===== src/hw/z8_cfg.svh =====
`ifndef Z8_CFG_SVH
`define Z8_CFG_SVH

// first fetch after reset
`define Z8_RESET_PC 16'h000C

// general registers at 00..7F
`define Z8_REG_COUNT 128

// special registers
`define Z8_ADDR_FLAGS 8'hFC
`define Z8_ADDR_RP 8'hFD
`define Z8_ADDR_PORT2 8'h02

`endif


===== src/hw/z8Pkg.sv =====
`default_nettype none

package z8Pkg;

    // two-operand ops are {1, opcode high nibble}, one-operand ops {0, high nibble}
    typedef enum logic [4:0] {
        aluDec  = 5'h00,
        aluInc  = 5'h02,
        aluCom  = 5'h06,
        aluLd   = 5'h07,
        aluClr  = 5'h0B,
        aluSwap = 5'h0F,
        aluAdd  = 5'h10,
        aluAdc  = 5'h11,
        aluSub  = 5'h12,
        aluSbc  = 5'h13,
        aluOr   = 5'h14,
        aluAnd  = 5'h15,
        aluTcm  = 5'h16,
        aluTm   = 5'h17,
        aluCp   = 5'h1A,
        aluXor  = 5'h1B
    } aluOpT;

    typedef enum logic [3:0] {
        fetchInstr,
        readInstr,
        wait2,
        read2,
        wait3,
        read3,
        decode,
        aluOne,
        aluTwo
    } cpuStateT;

    // bit positions in the flags byte
    typedef enum logic [2:0] {
        flagV = 3'd4,
        flagS = 3'd5,
        flagZ = 3'd6,
        flagC = 3'd7
    } flagIndexT;

endpackage

`default_nettype wire


===== src/hw/z8Alu.sv =====
`timescale 1ns/100ps
`default_nettype none

module z8Alu
    import z8Pkg::*;
(
    input  aluOpT      aluOp,
    input  logic [7:0] a,
    input  logic [7:0] b,
    input  logic [7:0] flagsIn,
    output logic [7:0] result,
    output logic [7:0] flagsOut
);
    logic       carryIn;
    logic [8:0] sum;
    logic [8:0] diff;
    logic       updateZs;
    logic       clearV;

    // adc and sbc pull in the current carry
    assign carryIn = (aluOp == aluAdc || aluOp == aluSbc) ? flagsIn[flagC] : 1'b0;
    assign sum = {1'b0, a} + {1'b0, b} + 9'(carryIn);
    assign diff = {1'b0, a} - {1'b0, b} - 9'(carryIn);

    always_comb begin
        result = a;
        flagsOut = flagsIn;
        updateZs = 1'b1;
        clearV = 1'b0;
        case (aluOp)
            aluAdd, aluAdc: begin
                result = sum[7:0];
                flagsOut[flagC] = sum[8];
                flagsOut[flagV] = (a[7] == b[7]) && (sum[7] != a[7]);
            end
            aluSub, aluSbc, aluCp: begin
                // diff[8] is the borrow
                result = diff[7:0];
                flagsOut[flagC] = diff[8];
                flagsOut[flagV] = (a[7] != b[7]) && (diff[7] != a[7]);
            end
            aluOr: begin
                result = a | b;
                clearV = 1'b1;
            end
            aluAnd, aluTm: begin
                result = a & b;
                clearV = 1'b1;
            end
            aluTcm: begin
                result = ~a & b;
                clearV = 1'b1;
            end
            aluXor: begin
                result = a ^ b;
                clearV = 1'b1;
            end
            aluInc: begin
                result = a + 8'd1;
                flagsOut[flagV] = (a == 8'h7F);
            end
            aluDec: begin
                result = a - 8'd1;
                flagsOut[flagV] = (a == 8'h80);
            end
            aluCom: begin
                result = ~a;
                clearV = 1'b1;
            end
            aluSwap: begin
                result = {a[3:0], a[7:4]};
            end
            aluClr: begin
                result = 8'h00;
                updateZs = 1'b0;
            end
            default: begin
                updateZs = 1'b0;
            end
        endcase
        if (clearV) begin
            flagsOut[flagV] = 1'b0;
        end
        if (updateZs) begin
            flagsOut[flagZ] = (result == 8'h00);
            flagsOut[flagS] = result[7];
        end
    end
endmodule

`default_nettype wire


===== src/hw/z8RegisterFile.sv =====
`timescale 1ns/100ps
`default_nettype none

`include "z8_cfg.svh"

module z8RegisterFile
    import z8Pkg::*;
(
    input  logic       clk,
    input  logic       reset,
    input  logic [7:0] readAddrA,
    input  logic [7:0] readAddrB,
    output logic [7:0] readDataA,
    output logic [7:0] readDataB,
    input  logic       writeEnable,
    input  logic [7:0] writeAddr,
    input  logic [7:0] writeData,
    input  logic       flagsEnable,
    input  logic [7:0] flagsValue,
    output logic [7:0] flags,
    output logic [7:0] port2
);
    localparam int indexWidth = $clog2(`Z8_REG_COUNT);
    localparam logic [7:0] flagMask = (8'h1 << flagC) | (8'h1 << flagZ)
                                    | (8'h1 << flagS) | (8'h1 << flagV);

    logic [7:0] regs [`Z8_REG_COUNT];
    logic [3:0] rp;
    logic [7:0] mappedA;
    logic [7:0] mappedB;
    logic [7:0] mappedW;

    // high nibble E selects a working register in the bank at rp
    function automatic logic [7:0] mapWorking(input logic [7:0] addr, input logic [3:0] bank);
        mapWorking = (addr[7:4] == 4'hE) ? {bank, addr[3:0]} : addr;
    endfunction

    function automatic logic [7:0] readValue(
        input logic [7:0] addr,
        input logic [7:0] general,
        input logic [7:0] flagsNow,
        input logic [3:0] bank
    );
        if (addr < `Z8_REG_COUNT) begin
            readValue = general;
        end else if (addr == `Z8_ADDR_FLAGS) begin
            readValue = flagsNow;
        end else if (addr == `Z8_ADDR_RP) begin
            readValue = {bank, 4'h0};
        end else begin
            readValue = 8'h00;
        end
    endfunction

    assign mappedA = mapWorking(readAddrA, rp);
    assign mappedB = mapWorking(readAddrB, rp);
    assign mappedW = mapWorking(writeAddr, rp);

    assign readDataA = readValue(mappedA, regs[mappedA[indexWidth-1:0]], flags, rp);
    assign readDataB = readValue(mappedB, regs[mappedB[indexWidth-1:0]], flags, rp);

    always_ff @(posedge clk) begin
        if (writeEnable && mappedW < `Z8_REG_COUNT) begin
            regs[mappedW[indexWidth-1:0]] <= writeData;
        end
    end

    always_ff @(posedge clk) begin
        if (reset) begin
            rp <= 4'h0;
            flags <= 8'h00;
            port2 <= 8'h00;
        end else begin
            if (flagsEnable) begin
                flags <= flagsValue & flagMask;
            end
            // later assignment wins, so a register write to FLAGS beats flagsEnable
            if (writeEnable) begin
                if (mappedW == `Z8_ADDR_FLAGS) begin
                    flags <= writeData & flagMask;
                end
                if (mappedW == `Z8_ADDR_RP) begin
                    rp <= writeData[7:4];
                end
                if (mappedW == `Z8_ADDR_PORT2) begin
                    port2 <= writeData;
                end
            end
        end
    end
endmodule

`default_nettype wire


===== src/hw/z8Control.sv =====
`timescale 1ns/100ps
`default_nettype none

`include "z8_cfg.svh"

module z8Control
    import z8Pkg::*;
(
    input  logic        clk,
    input  logic        reset,
    input  logic [7:0]  memDataRead,
    output logic [15:0] memAddr,
    output logic        memStrobe,
    output logic [7:0]  readAddrA,
    output logic [7:0]  readAddrB,
    input  logic [7:0]  readDataA,
    input  logic [7:0]  readDataB,
    input  logic [7:0]  flags,
    output aluOpT       aluOp,
    output logic [7:0]  aluA,
    output logic [7:0]  aluB,
    input  logic [7:0]  aluResult,
    input  logic [7:0]  aluFlags,
    output logic        writeEnable,
    output logic [7:0]  writeAddr,
    output logic        flagsEnable,
    output logic [7:0]  flagsValue
);
    cpuStateT    state;
    cpuStateT    nextState;
    logic [15:0] pc;
    logic [7:0]  instr;
    logic [7:0]  second;
    logic [7:0]  third;

    logic [3:0]  instrH;
    logic [3:0]  instrL;
    logic        sizeOne;
    logic        sizeThree;
    logic        isLdImm;
    logic        isSrp;
    logic        isAluTwo;
    logic        isAluOne;
    logic        isIncR;
    logic        isJr;
    logic        isJp;
    logic        isCarryOp;
    logic        twoWrites;
    logic        condBase;
    logic        takeBranch;
    logic [15:0] relTarget;
    logic [7:0]  dstAddr;
    logic [7:0]  carryFlags;

    assign instrH = instr[7:4];
    assign instrL = instr[3:0];

    // size from the low nibble: columns E/F one byte, 4-7 and D three bytes
    assign sizeOne = instrL[3:1] == 3'b111;
    assign sizeThree = instrL[3:2] == 2'b01 || instrL == 4'hD;

    assign isLdImm = instrL == 4'hC;
    assign isSrp = instr == 8'h31;
    assign isAluTwo = instrL == 4'h2 && (!instrH[3] || instrH[3:1] == 3'b101);
    assign isAluOne = instrL == 4'h0 && (instrH == 4'h0 || instrH == 4'h6
                                        || instrH == 4'hB || instrH == 4'hF);
    assign isIncR = instrL == 4'hE;
    assign isJr = instrL == 4'hB;
    assign isJp = instrL == 4'hD;
    assign isCarryOp = instrL == 4'hF && (instrH == 4'hC || instrH == 4'hD || instrH == 4'hE);

    // cp, tcm and tm only touch the flags
    assign twoWrites = instrH[3:2] == 2'b00 || instrH[3:1] == 3'b010 || instrH == 4'hB;

    // conditions 8-F are the negation of 0-7
    always_comb begin
        case (instrH[2:0])
            3'd0: condBase = 1'b0;
            3'd1: condBase = flags[flagS] ^ flags[flagV];
            3'd2: condBase = (flags[flagS] ^ flags[flagV]) | flags[flagZ];
            3'd3: condBase = flags[flagC] | flags[flagZ];
            3'd4: condBase = flags[flagV];
            3'd5: condBase = flags[flagS];
            3'd6: condBase = flags[flagZ];
            default: condBase = flags[flagC];
        endcase
    end
    assign takeBranch = condBase ^ instrH[3];

    // pc already points past the jr
    assign relTarget = pc + {{8{second[7]}}, second};

    assign memAddr = pc;
    assign memStrobe = state == fetchInstr || (state == wait2 && !sizeOne) || state == wait3;

    always_comb begin
        if (isAluOne) begin
            dstAddr = second;
        end else if (isAluTwo) begin
            dstAddr = {4'hE, second[7:4]};
        end else begin
            dstAddr = {4'hE, instrH};
        end
    end

    assign readAddrA = dstAddr;
    assign readAddrB = {4'hE, second[3:0]};
    assign writeAddr = isSrp ? `Z8_ADDR_RP : dstAddr;

    always_comb begin
        if (isAluTwo) begin
            aluOp = aluOpT'({1'b1, instrH});
        end else if (isAluOne) begin
            aluOp = aluOpT'({1'b0, instrH});
        end else if (isIncR) begin
            aluOp = aluInc;
        end else begin
            aluOp = aluLd;
        end
    end

    // carry ops pass the flags through the alu
    always_comb begin
        if (isLdImm || isSrp) begin
            aluA = second;
        end else if (isCarryOp) begin
            aluA = flags;
        end else begin
            aluA = readDataA;
        end
    end
    assign aluB = readDataB;

    always_comb begin
        carryFlags = aluResult;
        case (instrH)
            4'hC: carryFlags[flagC] = 1'b0;
            4'hD: carryFlags[flagC] = 1'b1;
            default: carryFlags[flagC] = ~flags[flagC];
        endcase
    end

    assign writeEnable = (state == decode && (isLdImm || isSrp))
                       || state == aluOne
                       || (state == aluTwo && twoWrites);
    assign flagsEnable = (state == decode && isCarryOp) || state == aluOne || state == aluTwo;
    assign flagsValue = isCarryOp ? carryFlags : aluFlags;

    always_comb begin
        case (state)
            fetchInstr: nextState = readInstr;
            readInstr:  nextState = wait2;
            wait2:      nextState = sizeOne ? decode : read2;
            read2:      nextState = sizeThree ? wait3 : decode;
            wait3:      nextState = read3;
            read3:      nextState = decode;
            decode: begin
                if (isAluOne || isIncR) begin
                    nextState = aluOne;
                end else if (isAluTwo) begin
                    nextState = aluTwo;
                end else begin
                    nextState = fetchInstr;
                end
            end
            default:    nextState = fetchInstr;
        endcase
    end

    always_ff @(posedge clk) begin
        if (reset) begin
            state <= fetchInstr;
            pc <= `Z8_RESET_PC;
        end else begin
            state <= nextState;
            case (state)
                readInstr, read2, read3: begin
                    pc <= pc + 16'd1;
                end
                decode: begin
                    if (takeBranch && isJr) begin
                        pc <= relTarget;
                    end else if (takeBranch && isJp) begin
                        pc <= {second, third};
                    end
                end
                default: begin
                end
            endcase
        end
    end

    // instruction bytes arrive one cycle after their strobe
    always_ff @(posedge clk) begin
        case (state)
            readInstr: instr <= memDataRead;
            read2:     second <= memDataRead;
            read3:     third <= memDataRead;
            default: begin
            end
        endcase
    end
endmodule

`default_nettype wire


===== src/hw/z8Core.sv =====
`timescale 1ns/100ps
`default_nettype none

module z8Core
    import z8Pkg::*;
(
    input  logic        clk,
    input  logic        reset,
    output logic [15:0] memAddr,
    output logic        memStrobe,
    input  logic [7:0]  memDataRead,
    output logic [7:0]  port2
);
    logic [7:0] readAddrA;
    logic [7:0] readAddrB;
    logic [7:0] readDataA;
    logic [7:0] readDataB;
    logic [7:0] flags;
    aluOpT      aluOp;
    logic [7:0] aluA;
    logic [7:0] aluB;
    logic [7:0] aluResult;
    logic [7:0] aluFlags;
    logic       writeEnable;
    logic [7:0] writeAddr;
    logic       flagsEnable;
    logic [7:0] flagsValue;

    z8Control control (
        .clk(clk),
        .reset(reset),
        .memDataRead(memDataRead),
        .memAddr(memAddr),
        .memStrobe(memStrobe),
        .readAddrA(readAddrA),
        .readAddrB(readAddrB),
        .readDataA(readDataA),
        .readDataB(readDataB),
        .flags(flags),
        .aluOp(aluOp),
        .aluA(aluA),
        .aluB(aluB),
        .aluResult(aluResult),
        .aluFlags(aluFlags),
        .writeEnable(writeEnable),
        .writeAddr(writeAddr),
        .flagsEnable(flagsEnable),
        .flagsValue(flagsValue)
    );

    // alu result is the only register write data
    z8RegisterFile registerFile (
        .clk(clk),
        .reset(reset),
        .readAddrA(readAddrA),
        .readAddrB(readAddrB),
        .readDataA(readDataA),
        .readDataB(readDataB),
        .writeEnable(writeEnable),
        .writeAddr(writeAddr),
        .writeData(aluResult),
        .flagsEnable(flagsEnable),
        .flagsValue(flagsValue),
        .flags(flags),
        .port2(port2)
    );

    z8Alu alu (
        .aluOp(aluOp),
        .a(aluA),
        .b(aluB),
        .flagsIn(flags),
        .result(aluResult),
        .flagsOut(aluFlags)
    );
endmodule

`default_nettype wire


===== config.mk =====
export PLATFORM = sky130hd
export DESIGN_NAME = z8Core
export DESIGN_NICKNAME = d
export VERILOG_FILES = /design/src/hw/z8Pkg.sv /design/src/hw/z8Alu.sv /design/src/hw/z8RegisterFile.sv /design/src/hw/z8Control.sv /design/src/hw/z8Core.sv
export VERILOG_INCLUDE_DIRS = /design/src /design/src/hw
export SDC_FILE = /design/constraint.sdc
export NUM_CORES = 2
export LEC_CHECK = 0
export CORE_ASPECT_RATIO = 1.2
export CORE_MARGIN = 2
export CORE_UTILIZATION = 30
export DETAILED_ROUTE_END_ITERATION = 6
export DONT_BUFFER_PORTS = 1
export PLACE_DENSITY = 0.49
export SETUP_SLACK_MARGIN = 0.3
export SLEW_MARGIN = 10
export SYNTH_ARGS = -nofsm -noshare
export SYNTH_HDL_FRONTEND = slang
export SYNTH_SLANG_ARGS = --single-unit
export TNS_END_PERCENT = 5

===== constraint.sdc =====
create_clock -name clk -period 9 [get_ports clk]
set_clock_uncertainty 0.2 [all_clocks]
set_input_delay 1.8 -clock clk [delete_from_list [all_inputs] [get_ports clk]]
set_output_delay 1.8 -clock clk [all_outputs]
set_load 0.02 [all_outputs]

==> qor.csv <==
metric,value,unit
Chip Width,395,µm
CTS Sinks,1088,
Relative slew margins,0.114,
clk_lat worst skew,0.78,ns
Area Overhead vs Synth,14.3,%
RSZ-0062 raised after global routing,yes,
Post-synth EDFFs,1048,
outcome,"finished, final reports clean",
fmax,119,MHz
Net Sw Power,3.58,mW
gpl congestion,0.942,
Post-Syn Nets,3938,
clock buffer depth,3,
setup_tns,0,ns
Final Cycle Share,0.931,
crit path DAT,8.62,ns
via count,39100,
Final HPWL DP,146,mm
"Max FO, Critical Path",64,
Yosys reg bits,1088,
r2r startpoint,control.instr[7],
"count leader, synth",edfxtp_1,
Worst-path clk slew,0.07,ns
proportion of layout cells with a drive suffix above 1,0.222,
Power Internal,9.32,mW
initial antenna violation count,5,
global-route wire length before repair,309,mm
Die ar.,0.187,mm²
largest area contributor in the netlist,edfxtp_1,
Synth Instances,3869,
I/O Buffers,0,
worst reg2reg endpoint,registerFile.regs[82][5],
largest net degree at the start of global routing,100,
Setup crit start kind,flop,
Crit Path Category,flop to flop,
die height,474,µm
PD cells,205,mW/mm²
Initial Util,0.302,
Initial DRC Count,4860,
Ys Warns,0,
critical path startpoint,control.instr[7],
Critical Path Sink,registerFile.regs[82][5],
worst reg2reg path depth,27,
Net Sw Frac,0.278,
Seq pwr share,0.460,
dpl ws,0.701,ns
Residual DRC,0,
Tmin final,8.38,ns
worst slew pin tran,1.32,ns
"Async S/R FF share, synth",0,
row cnt,172,
clock power share,0.379,
most instantiated cells after synthesis,"edfxtp_1 (1048), nand2_1 (453), mux4_2 (388), nor2_1 (253), clkbuf_1 (137)",
post-DR vias/cell,6.05,
Critical Path End Type,flop,
CTS Buf Count,109,
"reg-to-reg slack, setup",0.62,ns
grt ovf,0,
Core Region,0.183,mm²
GRT Util Overall,0.231,
Worst Slack Setup Final,0.620,ns
Syn Area/Cell,14.3,µm²
Root Driver,clkbuf_16,
synth top area cells,"edfxtp_1 (57%), mux4_2 (16%), nand2_1 (3.1%)",
HP Start,registerFile.flags[1],
CTS tree,done,
peak supply drop,164,µV
min-delay worst type,flop to flop,
TritonRoute pass-1 iters,7,
top-area cell type share of the netlist area,0.571,
vias in the first global route,38400,
Netlist Area Pre-Place,0.0552,mm²
sequential fraction of the synthesis area,0.585,
Final Hold Fails,0,
nets,3997,
# IOs,35,
"Distinct cells, synth",102,
post-route antenna net violation count,0,
"Slew Viols, Final",0,
Combinational Power Share,0.161,
Total Routed Length,222,mm
P_leak,20.3,nW
"Req. time, crit path",9.24,ns
final setup fails,0,
max cap viols,0,
hold buffer count at cts,0,
per-cell routed wire length,34.3,µm
H-tree Lvls,3,
Synth Flop Type,edfxtp_1,
==> state kept, by name (all words and copies together), names as in the netlist <==
signal	count
registerFile.regs	1024
control.memAddr	16
control.instr	8
control.second	8
control.third	8
registerFile.flags	8
registerFile.port2	8
control.state	4
registerFile.rp	4
==> kinds of logic after synthesis <==
kind of cell    Yosys count  share of synthesized area
mux                     505                      0.180
compound gates          762                     0.0987
buf+inv                 353                     0.0300
fa+ha+maj                59                     0.0142
flops                  1088                      0.585
simple gates           1082                     0.0887
xor+xnor                 20                    0.00331
==> power by group through the flow <==
| stage | combinational [mW] | sequential (mW) | clock, mW |
|---|---|---|---|
| 5_1_grt | 2.18 | 5.93 | 5.12 |
| 2_1_floorplan | 1.11 | 6.08 | 0 |
| 4_1_cts | 2.03 | 5.93 | 4.94 |
| 3_3_place_gp | 2.02 | 6.04 | 0 |
| 3_5_place_dp | 2.03 | 6.04 | 0 |
| 6_report | 2.08 | 5.93 | 4.89 |
==> how the worst min path moves through the flow <==
| stage | end | depth (start not counted) |
|---|---|---|
| 2_1_floorplan | registerFile.flags[2] | 1 |
| 3_3_place_gp | registerFile.flags[2] | 1 |
| 3_5_place_dp | registerFile.flags[2] | 1 |
| 4_1_cts | registerFile.flags[1] | 1 |
| 5_1_grt | registerFile.flags[1] | 1 |
| 6_report | registerFile.flags[1] | 1 |
==> per-layer routing <==
metal / vias up / routed length [µm] / GRT usage
met1: 20300 / 83900 / 0.287
met5: - / 11 / 0
met3: 562 / 20000 / 0.0498
met4: 2 / 15400 / 0.142
met2: 2419 / 103000 / 0.369
li1: 15800 / - / -
==> worst max-delay path: stages (launching register included) <==
cell and delay [ns]:
edfxtp_1 0.61, nor2_1 0.25, a22oi_1 0.17, buf_4 0.25, or3_2 0.62, buf_4 0.40
and3_1 0.27, a2111oi_0 0.37, a41oi_1 0.23, a31oi_1 0.31, o211ai_1 0.31, a22o_1 0.42
a31oi_4 0.33, inv_2 0.07, ha_1 0.35, ha_1 0.38, o21ai_0 0.11, nand2b_1 0.07
a21oi_1 0.30, o21ai_0 0.14, a221oi_1 0.33, o2111ai_1 0.16, a211oi_1 0.21, o21ai_0 0.11
a211o_1 0.25, o32ai_2 0.36, inv_4 0.11, buf_12 0.21
==> placed cells by master, fill, tap and decap left out, types with 10 or more instances in the layout <==
cell       count
mux2i_1      101
and3_1        73
nor3_1        44
nor2b_1       10
clkinv_1      18
o211ai_1      36
buf_12        36
inv_1         58
nand4_1       27
clkbuf_16    112
o2111ai_1     23
clkinv_2      19
o221ai_1      44
a21o_1        16
a221o_1       19
nand2_1      451
a32oi_1       24
edfxtp_1    1048
a22oi_1       18
o22ai_1       63
o21ai_0      119
and2_1        10
o31ai_1       11
nor2_1       245
nand3_1      131
ha_1          53
mux2_2        15
clkbuf_1      18
buf_4        202
nand2b_1      16
a221oi_1      24
a211oi_1      67
mux4_2       388
a21oi_1      100
a31oi_1       80
bufinv_16     17
nor4_1        16
xnor2_1       15
dfxtp_1       40
==> area by class of cell <==
| cell class | count | area, µm² |
|---|---|---|
| Fill cell | 17700 | 120000 |
| Sequential cell | 1088 | 32300 |
| Multi-Input combinational cell | 2429 | 21500 |
| Tap cell | 2436 | 3050 |
| Clock buffer | 134 | 2930 |
| Timing Repair Buffer | 238 | 2240 |
| Clock inverter | 70 | 820 |
| Inverter | 62 | 235 |
| Antenna cell | 8 | 20.0 |
==> through the flow <==
stage | instances | instance area, µm² | util | hold WS [ns] | total power [mW]
2_1_floorplan | 3869 | 55200 | - | 0.245 | 7.19
4_1_cts | 6439 | 62800 | 0.343 | 0.290 | 12.9
6_report | 6465 | 63000 | 0.345 | 0.293 | 12.9
5_1_grt | 6459 | 63000 | 0.344 | 0.314 | 13.2
3_5_place_dp | 6235 | 59100 | 0.323 | 0.272 | 8.07
3_3_place_gp | 6235 | 59100 | 0.323 | 0.263 | 8.06
==> what timing repair did <==
item,CTS,global route
resized for setup,0,3
setup endpoints to repair,0,264
buffers inserted,0,16
(Power assumes the default switching activity.)
